--- config.mk ---
export PLATFORM = sky130hd
export DESIGN_NAME = rv64_decoder
export DESIGN_NICKNAME = d
export VERILOG_FILES = /design/src/logic/rv64_pkg.sv /design/src/logic/rv64_decoder.sv
export SDC_FILE = /design/constraint.sdc
export NUM_CORES = 1
export LEC_CHECK = 0
export BUFFER_PORTS_ARGS = -buffer_cell sky130_fd_sc_hd__buf_4
export CAP_MARGIN = 15
export CORE_MARGIN = 5
export CORE_UTILIZATION = 29
export DETAILED_ROUTE_END_ITERATION = 12
export GPL_TIMING_DRIVEN = 0
export PLACE_DENSITY = 0.66
export SETUP_SLACK_MARGIN = 0.2
export SYNTH_ARGS = -nofsm -noshare
export SYNTH_HDL_FRONTEND = slang
export SYNTH_SLANG_ARGS = --single-unit
--- constraint.sdc ---
create_clock -name vclk -period 2.7
set_input_delay 0 -clock vclk [all_inputs]
set_output_delay 0 -clock vclk [all_outputs]
set_load 0.02 [all_outputs]
--- src/logic/rv64_pkg.sv ---
`default_nettype none

package rv64_pkg;

    localparam int XLEN = 64;                           // Data width

    // Memory map
    localparam logic [XLEN-1:0] RAM_BASE    = 64'h0000_0000_8000_0000;  // Reset pc, idle bus address
    localparam logic [XLEN-1:0] MTVEC_RESET = RAM_BASE + 64'h100;       // Default trap handler

    // Machine CSR indices
    localparam logic [11:0] CSR_MSTATUS = 12'h300;
    localparam logic [11:0] CSR_MTVEC   = 12'h305;
    localparam logic [11:0] CSR_MEPC    = 12'h341;
    localparam logic [11:0] CSR_MCAUSE  = 12'h342;

    // mstatus bit positions
    localparam int MSTATUS_MIE  = 3;                    // Global machine interrupt enable
    localparam int MSTATUS_MPIE = 7;                    // MIE saved on trap entry

    // Interrupt flag in the MSB, cause 11 is machine external
    localparam logic [XLEN-1:0] CAUSE_MEXT = {1'b1, 59'd0, 4'd11};
    localparam logic [3:0]      IRQ_MEXT   = 4'd1;      // Only code that requests an interrupt

    localparam logic [31:0] NOP_INSN = 32'h0000_0013;   // addi x0, x0, 0

    // Major opcodes, bits [6:0] of the instruction
    typedef enum logic [6:0] {
        OPC_LUI    = 7'b0110111,
        OPC_AUIPC  = 7'b0010111,
        OPC_OP_IMM = 7'b0010011,
        OPC_OP     = 7'b0110011,
        OPC_LOAD   = 7'b0000011,
        OPC_STORE  = 7'b0100011,
        OPC_JAL    = 7'b1101111,
        OPC_JALR   = 7'b1100111,
        OPC_BRANCH = 7'b1100011,
        OPC_SYSTEM = 7'b1110011
    } opcode_t;

    // Decoded operation
    typedef enum logic [4:0] {
        OP_ILLEGAL,                                     // Executes as a no-op
        OP_LUI, OP_AUIPC,
        OP_ADDI,
        OP_ADD, OP_SUB,
        OP_SLT, OP_SLTU,
        OP_AND, OP_OR, OP_XOR,
        OP_SLL, OP_SRL, OP_SRA,
        OP_LD, OP_SD,
        OP_JAL, OP_JALR, OP_BEQ,
        OP_CSRRW, OP_CSRRS,
        OP_MRET
    } op_t;

endpackage

`default_nettype wire

--- src/logic/rv64_decoder.sv ---
`timescale 1ns/10ps
`default_nettype none

module rv64_decoder (
    input  wire [31:0]                ir,
    output rv64_pkg::op_t             op,
    output logic [4:0]                rd,
    output logic [4:0]                rs1,
    output logic [4:0]                rs2,
    output logic [rv64_pkg::XLEN-1:0] imm,
    output logic [11:0]               csr_addr
);
    import rv64_pkg::*;

    logic [2:0]      funct3;
    logic [6:0]      funct7;
    opcode_t         opcode;
    logic [XLEN-1:0] imm_u;
    logic [XLEN-1:0] imm_i;
    logic [XLEN-1:0] imm_s;
    logic [XLEN-1:0] imm_j;
    logic [XLEN-1:0] imm_b;

    assign opcode   = opcode_t'(ir[6:0]);
    assign funct3   = ir[14:12];
    assign funct7   = ir[31:25];
    assign rd       = ir[11:7];
    assign rs1      = ir[19:15];
    assign rs2      = ir[24:20];
    assign csr_addr = ir[31:20];                        // CSR index sits in the I field

    // Sign-extended immediates
    assign imm_u = {{32{ir[31]}}, ir[31:12], 12'b0};
    assign imm_i = {{52{ir[31]}}, ir[31:20]};
    assign imm_s = {{52{ir[31]}}, ir[31:25], ir[11:7]};
    assign imm_j = {{43{ir[31]}}, ir[31], ir[19:12], ir[20], ir[30:21], 1'b0};
    assign imm_b = {{51{ir[31]}}, ir[31], ir[7], ir[30:25], ir[11:8], 1'b0};

    always_comb begin
        op  = OP_ILLEGAL;
        imm = '0;
        case (opcode)
            OPC_LUI:   begin op = OP_LUI;   imm = imm_u; end
            OPC_AUIPC: begin op = OP_AUIPC; imm = imm_u; end
            OPC_OP_IMM: begin
                imm = imm_i;
                if (funct3 == 3'b000) op = OP_ADDI;     // Only ADDI in the immediate group
            end
            OPC_OP: begin
                // funct7 picks the base or the alternate form
                case ({funct7, funct3})
                    {7'b0000000, 3'b000}: op = OP_ADD;
                    {7'b0100000, 3'b000}: op = OP_SUB;
                    {7'b0000000, 3'b001}: op = OP_SLL;
                    {7'b0000000, 3'b010}: op = OP_SLT;
                    {7'b0000000, 3'b011}: op = OP_SLTU;
                    {7'b0000000, 3'b100}: op = OP_XOR;
                    {7'b0000000, 3'b101}: op = OP_SRL;
                    {7'b0100000, 3'b101}: op = OP_SRA;
                    {7'b0000000, 3'b110}: op = OP_OR;
                    {7'b0000000, 3'b111}: op = OP_AND;
                    default:              op = OP_ILLEGAL;
                endcase
            end
            OPC_LOAD: begin
                imm = imm_i;
                if (funct3 == 3'b011) op = OP_LD;       // Doubleword only
            end
            OPC_STORE: begin
                imm = imm_s;
                if (funct3 == 3'b011) op = OP_SD;
            end
            OPC_JAL: begin op = OP_JAL; imm = imm_j; end
            OPC_JALR: begin
                imm = imm_i;
                if (funct3 == 3'b000) op = OP_JALR;
            end
            OPC_BRANCH: begin
                imm = imm_b;
                if (funct3 == 3'b000) op = OP_BEQ;      // Other branches are not supported
            end
            OPC_SYSTEM: begin
                if (funct3 == 3'b001)       op = OP_CSRRW;
                else if (funct3 == 3'b010)  op = OP_CSRRS;
                else if (ir == 32'h3020_0073) op = OP_MRET;
            end
            default: op = OP_ILLEGAL;
        endcase
    end

endmodule

`default_nettype wire

==> impl_metrics.yaml <==
outcome:
  outcome: "finished clean"
cts:
  ctsHoldBuffers: 0
  cts-resized-gates: 0
  post_cts_buffers: 0
place:
  globalplace.congestion: 0.8433
  numPortBuffers: 126
  place_ws_ns: 0.5488
  dp.cells: 364
  dpl.hpwl_um: 4488
detailed_routing:
  drc: 0
  wl_per_cell_um: 14.59
  finalWirelength_um: 5312
  ant_nets: 0
  firstDrtPassIters: 4
  routed-via-count: 1694
  vias_per_cell: 4.654
  dr.first_iter.drc_count: 88
synth:
  synth_cell_types: 52
  synthCells: 186
  synth_top_family_by_area: "buffers and inverters"
  yosysWarningCount: 0
  synth-xor-area-share_pct: 0.6481
  synth-simple-area-share_pct: 31.76
  synth_seq_area_share_pct: 0
  syn_nets: 218
  synthAdderAreaFrac_pct: 0.7407
  synth_area_sq_mm: 0.001351
  syn_avg_cell_area_sq_um: 7.265
  synth-compound-area-share_pct: 25.00
  synth.mux.area_fraction_pct: 1.667
final_layout:
  fillerInstances: 440
  final_cells: 364
  final_layout_size_suffix_gt1_share_pct: 65.06
  clkbuf_count: 0
  seq_area_sq_um: 0
  final_common_cell: "buf_4"
  layout_common_cells: "187 x buf_4, 19 x a21o_1, 11 x and2_1"
  multi_input_area_sq_um: 808.3
  flops_and_latches: 0
  area_delta_synth_final_pct: 74.82
  antenna_cells: 0
  nets: 346
global_routing:
  track_usage_pct: 16.09
  grt_max_degree: 34
  grt_pass1_wl_um: 8342
  antenna_found_initial: 0
  grt_pass1_vias: 1741
  overflow: 0
setup_path:
  crit_start: "ir[2]"
  timing.setup.critical_path_class: "input port to primary output"
  cp-start-kind: "input port"
  cp.arrival_ns: 2.14
  required_ns: 2.70
  endpoint_kind: "primary output"
  crit_fanout: 33
power_and_ir_drop:
  leakage_nw: 1.457
  powerDensity_mw_per_mm2: 130.4
  peakVddDrop_v: 0.0001084
sta:
  fin_crit_sh_pct: 79.27
  max_freq_mhz: 467.2
  fin_ws_ns: 0.5598
  hold_ws_ns: 0.3043
  report.final.setup_viol: 0
  final_hold_viol_count: 0
  layout_min_cycle_time_ns: 2.140
  worstMarginPinSlew_ns: 0.9567
  setup_tns_ns: 0
  drv_slew: 0
  max_slew_margin_pct: 36.22
  rsz0062_at_grt: "false"
die:
  die_w_um: 78.26
  initial_core_util_pct: 30.41
  core_sq_mm: 0.004444
  die_height_um: 78.26
  ioPinCount: 128
  die_area_sq_mm: 0.006125
  rows: 24
worst_hold_path:
  worstHoldStart: "ir[11]"
  hold_path.class: "input port to primary output"
flow_run:
  cap_violations: 0
[logic make-up after synthesis]
family,after synthesis
adder cells (fa/ha/maj),1
AO/OA/AOI/OAI,45
AND/OR/NAND/NOR,65
XOR/XNOR,1
multiplexers,1
buffers and inverters,73
[routing by layer]
metal  vias up  part of all wire (%)  track usage, %
met5         -                     0               0
met4         0                     0          0.5245
met3         0                    12           5.721
met2        93                    49           29.88
met1       743                    39           18.66
li1        858                     -               -
[critical path, cell delays in order]
cell     delay [ns]
buf_4          0.13
buf_6          0.13
nor2_1         0.16
o21ai_1        0.14
nor2_1         0.37
o21a_1         0.84
buf_4          0.23
buf_4          0.13
[power breakdown]
| part | total (mW) | switching, mW | internal (mW) |
|---|---|---|---|
| registers | 0 | 0 | 0 |
| logic | 0.308 | 0.153 | 0.155 |
| clock network | 0 | 0 | 0 |
[per-stage QoR]
step	instance area, sq um	power, mW	utilization [%]
finish	2362	0.3081	53.15
global route	2362	0.3318	53.15
CTS	2362	0.3110	53.15
detailed placement	2362	0.3099	53.15
global placement	2362	0.3094	53.15
floorplan	1351	0.1710	-
[cells in the mapped netlist, types with 3 or more instances]
cell type / n / area share, %
a21o_1: 19 / 11
a22o_1: 4 / 2.6
and2_1: 11 / 5.1
and3b_1: 3 / 1.9
buf_4: 61 / 34
buf_6: 5 / 4.2
inv_1: 4 / 1.1
nand2_1: 6 / 1.7
nand2b_1: 4 / 1.9
nand3_1: 5 / 1.9
nor2_1: 9 / 2.5
nor4_1: 4 / 1.9
o211ai_1: 3 / 1.7
o21ai_0: 4 / 1.5
[final timing paths]
| path | end | slack, ns | cells past startpoint |
|---|---|---|---|
| max | imm[53] | 0.56 | 8 |
| min | rd[4] | 0.30 | 3 |
[layout make-up]
class | instances | share of cell area, %
buffer | 69 | 22.35
inverter | 4 | 0.6356
multi-input combinational | 113 | 34.22
tap | 52 | 2.754
timing repair buffer | 126 | 40.04
No activity file was read; power rests on OpenSTA's default activity.
