==> src/logic/rv64_pkg.sv <==
`default_nettype none

package rv64_pkg;

    localparam int XLEN = 64;                           // Data width

    // Memory map
    localparam logic [XLEN-1:0] RAM_BASE    = 64'h0000_0000_8000_0000;  // Reset pc, idle bus address
    localparam logic [XLEN-1:0] MTVEC_RESET = RAM_BASE + 64'h100;       // Default trap handler

    // Machine CSR indices
    localparam logic [11:0] CSR_MSTATUS = 12'h300;
    localparam logic [11:0] CSR_MTVEC   = 12'h305;
    localparam logic [11:0] CSR_MEPC    = 12'h341;
    localparam logic [11:0] CSR_MCAUSE  = 12'h342;

    // mstatus bit positions
    localparam int MSTATUS_MIE  = 3;                    // Global machine interrupt enable
    localparam int MSTATUS_MPIE = 7;                    // MIE saved on trap entry

    // Interrupt flag in the MSB, cause 11 is machine external
    localparam logic [XLEN-1:0] CAUSE_MEXT = {1'b1, 59'd0, 4'd11};
    localparam logic [3:0]      IRQ_MEXT   = 4'd1;      // Only code that requests an interrupt

    localparam logic [31:0] NOP_INSN = 32'h0000_0013;   // addi x0, x0, 0

    // Major opcodes, bits [6:0] of the instruction
    typedef enum logic [6:0] {
        OPC_LUI    = 7'b0110111,
        OPC_AUIPC  = 7'b0010111,
        OPC_OP_IMM = 7'b0010011,
        OPC_OP     = 7'b0110011,
        OPC_LOAD   = 7'b0000011,
        OPC_STORE  = 7'b0100011,
        OPC_JAL    = 7'b1101111,
        OPC_JALR   = 7'b1100111,
        OPC_BRANCH = 7'b1100011,
        OPC_SYSTEM = 7'b1110011
    } opcode_t;

    // Decoded operation
    typedef enum logic [4:0] {
        OP_ILLEGAL,                                     // Executes as a no-op
        OP_LUI, OP_AUIPC,
        OP_ADDI,
        OP_ADD, OP_SUB,
        OP_SLT, OP_SLTU,
        OP_AND, OP_OR, OP_XOR,
        OP_SLL, OP_SRL, OP_SRA,
        OP_LD, OP_SD,
        OP_JAL, OP_JALR, OP_BEQ,
        OP_CSRRW, OP_CSRRS,
        OP_MRET
    } op_t;

endpackage

`default_nettype wire

==> src/logic/rv64_csr_trap.sv <==
`timescale 1ns/10ps
`default_nettype none

module rv64_csr_trap (
    input  wire                       clk,
    input  wire                       reset,
    input  wire [3:0]                 interrupt_vector,
    input  wire [11:0]                csr_addr,
    input  wire                       csr_we,
    input  wire [rv64_pkg::XLEN-1:0]  csr_wdata,
    output logic [rv64_pkg::XLEN-1:0] csr_rdata,
    output logic                      irq_pending,
    input  wire                       irq_take,
    input  wire [rv64_pkg::XLEN-1:0]  trap_pc,
    input  wire                       mret,
    output logic [rv64_pkg::XLEN-1:0] mtvec,
    output logic [rv64_pkg::XLEN-1:0] mepc
);
    import rv64_pkg::*;

    logic            status_mie;                        // mstatus.MIE
    logic            status_mpie;                       // mstatus.MPIE
    logic [XLEN-1:0] mstatus;
    logic [XLEN-1:0] mcause;

    // Only MIE and MPIE are implemented, the rest read as zero
    always_comb begin
        mstatus               = '0;
        mstatus[MSTATUS_MIE]  = status_mie;
        mstatus[MSTATUS_MPIE] = status_mpie;
    end

    always_comb begin
        case (csr_addr)
            CSR_MSTATUS: csr_rdata = mstatus;
            CSR_MEPC:    csr_rdata = mepc;
            CSR_MCAUSE:  csr_rdata = mcause;
            CSR_MTVEC:   csr_rdata = mtvec;
            default:     csr_rdata = '0;                // Unknown CSR
        endcase
    end

    assign irq_pending = (interrupt_vector == IRQ_MEXT) && status_mie;

    always_ff @(posedge clk or negedge reset) begin
        if (!reset) begin
            status_mie  <= 1'b1;                        // Interrupts enabled out of reset
            status_mpie <= 1'b0;
            mepc        <= '0;
            mcause      <= '0;
            mtvec       <= MTVEC_RESET;
        end else if (irq_take) begin
            // Trap entry
            mepc        <= trap_pc;
            mcause      <= CAUSE_MEXT;
            status_mpie <= status_mie;
            status_mie  <= 1'b0;
        end else if (mret) begin
            status_mie  <= status_mpie;                 // Restore enable
            status_mpie <= 1'b1;
        end else if (csr_we) begin
            case (csr_addr)
                CSR_MSTATUS: begin
                    status_mie  <= csr_wdata[MSTATUS_MIE];
                    status_mpie <= csr_wdata[MSTATUS_MPIE];
                end
                CSR_MEPC:   mepc   <= {csr_wdata[XLEN-1:2], 2'b00};   // Word aligned
                CSR_MCAUSE: mcause <= csr_wdata;
                CSR_MTVEC:  mtvec  <= {csr_wdata[XLEN-1:2], 2'b00};   // Direct mode only
                default: ;                              // Write dropped
            endcase
        end
    end

endmodule

`default_nettype wire

==> config.mk <==
export PLATFORM = sky130hd
export DESIGN_NAME = rv64_csr_trap
export DESIGN_NICKNAME = d
export VERILOG_FILES = /design/src/logic/rv64_pkg.sv /design/src/logic/rv64_csr_trap.sv
export SDC_FILE = /design/constraint.sdc
export NUM_CORES = 1
export LEC_CHECK = 0
export BUFFER_PORTS_ARGS = -buffer_cell sky130_fd_sc_hd__buf_2
export CORE_MARGIN = 1
export CORE_UTILIZATION = 50
export DETAILED_ROUTE_END_ITERATION = 10
export HOLD_SLACK_MARGIN = 0.06
export MAX_ROUTING_LAYER = met4
export PLACE_DENSITY_LB_ADDON = 0.2
export SYNTH_ARGS = -nofsm -noshare
export SYNTH_HDL_FRONTEND = slang
export SYNTH_SLANG_ARGS = --single-unit
==> constraint.sdc <==
create_clock -name clk -period 1.8 [get_ports clk]
set_input_delay 0.09 -clock clk [delete_from_list [all_inputs] [get_ports clk]]
set_output_delay 0.09 -clock clk [all_outputs]
set_load 0.02 [all_outputs]
==> metrics.csv <==
metric,value,unit
status,"finished, violations left",
violations,negative setup slack,
synth_compound_area_frac,0.164,
vias,8618,
cap_violations,0,
cpLargestDelayFamily,simple AND/OR/NAND/NOR gates,
reg2reg_slack,810,ps
slowest_stage,nor4_4,
slew_headroom,0.525,
cp.arrival,1860,ps
die_w,138,um
design_area,14200,um^2
yosys-top-cells-area,"dfrtp_1, mux2_4, mux2i_1",
worstPathCellList,buf_6 > buf_6 > nor4_4 > nand4_1 > nor2_4 > buf_4 > buf_12 > clkbuf_16 > a221o_1 > buf_6,
numClockSinks,192,
worst_slack,-146,ps
skew,0.0167,ps
p_leak,7.66,nW
drc,0,
postLayoutCoreUtil,0.789,
die_y,138,um
antenna_found_initial,0,
tritoncts,yes,
critPathMaxFanout,8,
drtPass1Iterations,5,
crit_buf_inv,6,
seq_area,4810,um^2
p_int,7.15,mW
wire_per_inst,21.6,um
place_ws,-223,ps
yosysTopAreaCellShare,0.511,
yosysMostFrequentCell,dfrtp_1,
finalMaxSlewViolations,0,
hp-class,input pin to async pin,
synth_top_family_by_area,multiplexers,
placed_area,11400,um^2
worst-endpoint-required,1710,ps
ys_seq_area_frac,0.519,
p_sw_frac,0.269,
rsz0062_at_grt,yes,
place.port_buffers,339,
htreeDepth,4,
gr-total-overflow,0,
synth_xor_area_frac,0,
postSynth.asyncResetShare,1.00,
critPathKind,input pin to output port,
synth_edf_count,0,
p_sw,2.64,mW
drt-initial-drc-count,546,
drive_above_1_share,0.428,
end_kind,output port,
synthSimpleGateAreaFrac,0.0981,
power_frac_comb,0.127,
synth_commonest_cells,"dfrtp_1, nand2_1, mux2i_1",
fin_crit_sh,1.08,
synth_mux_area_frac,0.172,
gp_congestion,0.850,
cpMostUsedCell,buf_6,
cts.path.max_buffers,2,
core_area,18000,um^2
syn_inst,750,
powerDensity,688,nW/um^2
grt_max_degree,69,
die_area,19100,um^2
r2r-start,status_mie$_DFFE_PN1P_,
syn-cell-area,9260,um^2
min_period,1950,ps
worstSkewPairLatency,430,ps
synth_ff_type,dfrtp_1,
multi_input_area,4140,um^2
start_util,0.514,
cts_buffers,17,
synth-adder-area-share,0,
setup_viol,64,
dp_hpwl,18.0,mm
wirelength,32.2,mm
clkPwrFrac,0.406,
boundaryPins,342,
area_growth,53.7,%
ir_drop,622,uV
finalHoldViolCount,0,
ys_types,36,
tightest_slew,713,ps
nets,1396,
synth_warnings,0,
num_antenna_cells,0,
grt_pass1_vias,8895,
yosys.area.top_type,dfrtp_1,
filler_cell_count,1062,
core.rowCount,49,
critPathMaxStageDelay,350,ps
ys_seq_elements,192,
pwr-share-seq,0.467,
fmax,0.514,GHz
clk_pin_slew_worst_paths,80,ps
via_per_inst,5.79,
ff2ff_path_depth,3,
holdWs,185,ps
worstSetupStartpointType,input pin,
root_buffer,clkbuf_16,
r2r_end,status_mpie$_DFFE_PN0P_,
ant_nets,0,
grt_usage,0.329,
grt_pass1_wl,47.8,mm
syn_avg_cell_area,12.3,um^2
[placed cells by master, fill, tap and decap left out, types with 5 or more instances in the layout]
cell type	n
buf_2	270
dfrtp_1	189
dlygate4sd3_1	130
nand2_1	70
mux2i_1	65
buf_6	65
a221o_1	62
a22o_1	61
mux2_4	60
o21ai_1	58
buf_4	42
and2_1	40
clkbuf_16	22
and2_4	20
buf_12	19
nor2_1	9
o21ai_0	9
a21oi_1	5
inv_6	5
buf_16	5
[sequential cells by signal (all words and copies together) (netlist names)]
name	cells
mepc	64
mcause	64
status_mpie	1
mtvec	62
status_mie	1
[worst max path at each step]
stage                start                     to  slack, ps  depth (start not counted)
3_5_place_dp   csr_addr[5]          csr_rdata[63]       -220                          9
4_1_cts        csr_addr[5]           csr_rdata[8]       -100                          8
5_1_grt        csr_addr[3]          csr_rdata[20]       -230                         10
6_report       csr_addr[3]          csr_rdata[20]       -150                         10
3_3_place_gp   csr_addr[5]          csr_rdata[63]       -200                          9
2_1_floorplan  csr_addr[5]  mtvec[10]$_DFFE_PN0P_       0.03                          6
[power groups by stage]
| stage | combinational, mW | sequential [mW] | clock [mW] |
|---|---|---|---|
| after detailed placement | 0.984 | 4.65 | 0 |
| after global routing | 1.34 | 4.58 | 4.19 |
| after global placement | 0.970 | 4.64 | 0 |
| after CTS | 1.22 | 4.56 | 4.01 |
| after floorplan | 0.255 | 4.79 | 0 |
| final | 1.25 | 4.57 | 3.98 |
[kinds of logic (layout without fill, tap and decap cells)]
logic type / after synthesis / after routing
AOI/OAI and AO/OA: 196 / 196
buffers and inverters: 64 / 573
DFF: 192 / 192
muxes: 129 / 129
other: 1 / 2
and+or+nand+nor: 168 / 168
[timing repair]
item,in CTS,in global routing
hold buffers,130,0
pin swaps,1,20
resized for setup,91,76
endpoints found under the hold margin,264,0
cloned,5,6
setup endpoints to repair,64,64
buffers inserted,6,9
[cell type report]
class / instances / share of cell area
timing repair buffer: 538 / 0.307
clock inverter: 14 / 0.0120
multi-input combinational: 495 / 0.291
sequential: 192 / 0.338
tap: 229 / 0.0201
clock buffer: 18 / 0.0309
inverter: 3 / 0.000791
[stage by stage]
stage / TNS (ps) / std cells / power (mW)
final: -6020 / 1489 / 9.79
after detailed placement: -34530 / 1302 / 5.63
after CTS: -3250 / 1475 / 9.78
after floorplan: 0 / 751 / 5.04
after global routing: -10920 / 1489 / 10.1
after global placement: -29070 / 1302 / 5.61
[routing by layer]
metal / vias up / global-route usage / part of all wire
met3: 110 / 0.0561 / 0.064
met1: 4272 / 0.401 / 0.40
met5: - / - / 0
li1: 3773 / - / -
met2: 463 / 0.532 / 0.50
met4: 0 / 0.157 / 0.042
Power figures use the tool's default switching activity.
